## src/design/dcache_pkg.sv

```systemverilog
// Data cache shared definitions
// Cache geometry, CPU and bus request and response structs, and the
// helpers that split a byte address into tag, set index and word fields.
// A line is 32 bytes: bits 4..2 pick the word, bit 4 alone picks the
// half-line that travels as one bus beat.

`default_nettype none

package dcache_pkg;

	// ========================================================================
	// Geometry
	// ========================================================================
	localparam int WAYS      = 4;
	localparam int SETS      = 16;
	localparam int LINE_BITS = 256;
	localparam int BUS_BITS  = 128;
	localparam int WORD_BITS = 32;
	localparam int ADR_BITS  = 32;
	localparam int LFSR_BITS = 17;

	localparam int WAY_BITS  = $clog2(WAYS);
	localparam int SEL_BITS  = BUS_BITS / WORD_BITS;

	// Address field positions
	localparam int LANE_LO       = 2;
	localparam int LANE_BITS     = $clog2(SEL_BITS);
	localparam int BEAT_BIT      = LANE_LO + LANE_BITS;
	localparam int WORD_SEL_BITS = $clog2(LINE_BITS / WORD_BITS);
	localparam int INDEX_LO      = LANE_LO + WORD_SEL_BITS;
	localparam int INDEX_BITS    = $clog2(SETS);
	localparam int TAG_LO        = INDEX_LO + INDEX_BITS;
	localparam int TAG_BITS      = ADR_BITS - TAG_LO;
	// Addresses in the upper half of the map bypass the cache
	localparam int NC_BIT        = ADR_BITS - 1;

	typedef logic [WAY_BITS-1:0]   way_t;
	typedef logic [LINE_BITS-1:0]  line_t;
	typedef logic [TAG_BITS-1:0]   tag_t;
	typedef logic [INDEX_BITS-1:0] idx_t;

	// ========================================================================
	// Port structs
	// ========================================================================
	typedef struct packed {
		logic                 we;
		logic [ADR_BITS-1:0]  adr;
		logic [WORD_BITS-1:0] dat;
	} cpu_req_t;

	typedef struct packed {
		logic                 valid;
		logic                 err;
		logic [WORD_BITS-1:0] dat;
	} cpu_resp_t;

	typedef struct packed {
		logic                cyc;
		logic                stb;
		logic                we;
		logic [SEL_BITS-1:0] sel;
		logic [ADR_BITS-1:0] adr;
		logic [BUS_BITS-1:0] dat;
	} bus_req_t;

	typedef struct packed {
		logic                ack;
		logic                err;
		logic [BUS_BITS-1:0] dat;
	} bus_resp_t;

	// ========================================================================
	// Address helpers
	// ========================================================================
	function automatic idx_t idx_of(input logic [ADR_BITS-1:0] adr);
		return adr[INDEX_LO +: INDEX_BITS];
	endfunction

	function automatic tag_t tag_of(input logic [ADR_BITS-1:0] adr);
		return adr[TAG_LO +: TAG_BITS];
	endfunction

	function automatic logic [WORD_SEL_BITS-1:0] word_of(input logic [ADR_BITS-1:0] adr);
		return adr[LANE_LO +: WORD_SEL_BITS];
	endfunction

	// Word lane inside one bus beat
	function automatic logic [LANE_BITS-1:0] lane_of(input logic [ADR_BITS-1:0] adr);
		return adr[LANE_LO +: LANE_BITS];
	endfunction

	// Bus address of one half-line, beat aligned
	function automatic logic [ADR_BITS-1:0] beat_adr(input tag_t tag, input idx_t idx,
		input logic beat);
		return {tag, idx, beat, {BEAT_BIT{1'b0}}};
	endfunction

endpackage

`default_nettype wire

```

## src/design/dcache_lfsr.sv

```systemverilog
// Replacement LFSR
// Maximal-length 17-bit Fibonacci LFSR (x^17 + x^14 + 1) that steps on
// every clock. Its low bits pick the victim way on a miss.

`timescale 1ns/1ps
`default_nettype none

module dcache_lfsr (
	input  wire                             clk_i,
	input  wire                             rst_i,
	output logic [dcache_pkg::LFSR_BITS-1:0] lfsr_o
);

	import dcache_pkg::*;

	logic feedback;

	// Taps at stages 17 and 14 give the full 2^17-1 period
	assign feedback = lfsr_o[LFSR_BITS-1] ^ lfsr_o[LFSR_BITS-4];

	always_ff @(posedge clk_i) begin
		if (rst_i) begin
			// All zeros is the lock-up state so the seed must be nonzero
			lfsr_o <= {{(LFSR_BITS-1){1'b0}}, 1'b1};
		end else begin
			lfsr_o <= {lfsr_o[LFSR_BITS-2:0], feedback};
		end
	end

endmodule

`default_nettype wire

```

## config.mk

```make
export PLATFORM = sky130hd
export DESIGN_NAME = dcache_lfsr
export DESIGN_NICKNAME = d
export VERILOG_FILES = /design/src/design/dcache_pkg.sv /design/src/design/dcache_lfsr.sv
export SDC_FILE = /design/constraint.sdc
export NUM_CORES = 1
export LEC_CHECK = 0
export CORE_AREA = 2 2 39 41
export CTS_CLUSTER_SIZE = 30
export DETAILED_ROUTE_END_ITERATION = 10
export DIE_AREA = 0 0 41 43
export DONT_BUFFER_PORTS = 1
export GPL_ROUTABILITY_DRIVEN = 0
export PLACE_DENSITY = 0.54
export SLEW_MARGIN = 5
export SYNTH_ARGS = -nofsm -noshare
export SYNTH_HDL_FRONTEND = slang
export SYNTH_SLANG_ARGS = --single-unit
```

## constraint.sdc

```tcl
create_clock -name clk_i -period 0.8 [get_ports clk_i]
set_input_delay 0.08 -clock clk_i [delete_from_list [all_inputs] [get_ports clk_i]]
set_output_delay 0.08 -clock clk_i [all_outputs]
set_load 0.005 [all_outputs]
```

==> run_results.csv <==
group,metric,value,unit
clocking,path_clk_slew,0.09,ns
floorplanning,die_h,43,µm
grt,grt_pass1_wl,993,µm
cells_and_area,layout_common_cells,"dfxtp_1, nor2b_1, and2b_1, clkbuf_4",
detailed_routing,drtAntennaViolNets,0,
setup_path,worst-setup-path-type,"reg2out",
status,failed_checks,"hold timing",
logic_synthesis,avgSynthCellArea,13.1,µm²
setup_path,cp.arrival,0.65,ns
sta,rsz0062_at_grt,"no",
grt,grt_pass1_vias,239,
sta,final.min_clock_period,0.731,ns
cells_and_area,final_common_cell,"dfxtp_1",
min_path,min_path_type,"in2reg",
logic_synthesis,ys_seq_elements,17,
floorplanning,std_cell_rows,14,
setup_path,required,0.72,ns
clocking,cts_buffer_depth,2,
power_and_ir_drop,power.density,2550,nW/µm²
setup_path,end_kind,"primary output",
cells_and_area,largest_register_ffs,17,
power_and_ir_drop,total_power,1.30,mW
setup_path,reg2reg_slack,0.13,ns
sta,clock_skew,0.00149,ns
sta,report.final.slew_viol_count,0,
logic_synthesis,synth_top_cell_by_area,"dfxtp_1",
power_and_ir_drop,peakVddDrop,0.917,mV
grt,antenna_found_initial,0,
setup_path,crit_fanout,2,
logic_synthesis,ys_seq_area_share,72.1,%
detailed_routing,drc,0,
cells_and_area,drive_above_1_share,10.3,%
sta,hold_ws,-0.139,ns
min_path,hold_start,"rst_i",
clocking,root_buffer,"clkbuf_4",
cells_and_area,diodes,0,
status,status,"complete, but fails checks",
floorplanning,die_area,1760,µm²
sta,slew-limit-headroom,92.0,%
place,dp_hpwl,439,µm
logic_synthesis,synth.area.top_cells,"dfxtp_1, nor2b_1, and2b_1",
clocking,clock_latency,0.27,ns
detailed_routing,vias_per_cell,4.29,
cells_and_area,final_nets,42,
grt,grt.overflow.total,0,
floorplanning,core,1380,µm²
min_path,hold_depth,1,
clocking,clock-sinks,17,
logic_synthesis,synth_cells,36,
logic_synthesis,syn_nets,38,
cells_and_area,regMostFlops,"lfsr_o",
setup_path,ff2ff_path_depth,2,
power_and_ir_drop,leakagePower,0.209,nW
clocking,htree_levels,1,
logic_synthesis,synth_top_area_share,72.1,%
sta,final.period_utilization,91.4,%
setup_path,reg2reg_from,"lfsr_o[16]$_SDFF_PP0_",
run,drv_cap,0,
logic_synthesis,yosysWarnings,0,
sta,fmax,1370,MHz
sta,tightest_slew,0.118,ns
setup_path,setup.worst_path.start,"lfsr_o[16]$_SDFF_PP0_",
detailed_routing,wl_per_cell,12.1,µm
detailed_routing,drt_pre_antenna_iters,3,
setup_path,cp-start-kind,"flop",
min_path,min_to,"lfsr_o[13]$_SDFF_PP0_",
cells_and_area,area_growth,7.69,%
floorplanning,start_util,34.1,%
clocking,numCtsBuffers,3,
sta,setup_viol,0,
clocking,postCtsSetupRepairBufs,0,
sta,finalHoldViolCount,17,
place,dp.cells,51,
cells_and_area,final_core_util,36.7,%
clocking,tritoncts,"yes",
floorplanning,die_w,41,µm
detailed_routing,vias,236,
cells_and_area,final_cells,55,
detailed_routing,first_iter_violations,3,
cells_and_area,reg_top3,"lfsr_o (17)",
logic_synthesis,synth_cell_types,6,
place,port_buffers,0,
logic_synthesis,synth_area,472,µm²
grt,grt.total_usage,9.01,%
floorplanning,io_pins,19,
detailed_routing,totalWireLength,664,µm
sta,fin_tns_setup,0,ns
setup_path,regToRegEndpoint,"lfsr_o[0]$_SDFF_PP1_",
grt,grt_max_degree,18,
how the worst max path moves through the flow:
stage                           end  slack (ns)  cells past startpoint
2_1_floorplan  lfsr_o[0]$_SDFF_PP1_        0.16                      2
6_report                 lfsr_o[16]        0.07                      0
4_1_cts                  lfsr_o[13]        0.02                      0
5_1_grt                  lfsr_o[16]        0.02                      0
3_3_place_gp   lfsr_o[0]$_SDFF_PP1_        0.11                      2
3_5_place_dp   lfsr_o[0]$_SDFF_PP1_        0.12                      2
Yosys cell counts:
| library cell | n |
|---|---|
| nor2b_1 | 12 |
| and2b_1 | 4 |
| dfxtp_1 | 17 |
| buf_6 | 1 |
| xnor2_1 | 1 |
| nand2b_1 | 1 |
cell type report:
type                    count  area [µm²]
clock buffers               4        26.3
flip-flops and latches     17         342
multi-input cells          18         120
well taps                  16        20.0
fillers                   137         876
where the power goes:
group          total, mW  leakage (nW)  switching (mW)  internal [mW]
clock              0.425        0.0150           0.232          0.193
combinational    0.00938        0.0552         0.00196        0.00742
sequential         0.863         0.138         0.00717          0.856
cells by family after synthesis:
kind of cell	Yosys count	synth area share, %
simple gates	17	23.6
buf+inv	1	2.39
flops	17	72.1
xor+xnor	1	1.86
metrics by stage:
step | setup slack (ns) | cell area, µm²
2_1_floorplan | 0.164 | 472
3_3_place_gp | 0.108 | 480
3_5_place_dp | 0.118 | 480
4_1_cts | 0.0210 | 507
5_1_grt | 0.0208 | 508
6_report | 0.0688 | 508
repair_timing:
action	4_1_cts	5_1_grt
endpoints found under the hold margin	17	17
endpoints found under the setup margin	0	1
gates resized for setup	0	1
metal layers:
metal  global-route usage, %  vias up  routed length [µm]
li1                        -      113                   -
met1                    10.6      111                 288
met2                    10.6       12                 309
met3                    4.19        0                  65
met4                    10.0        0                   0
met5                       0        -                   0
(Power assumes the default switching activity.)
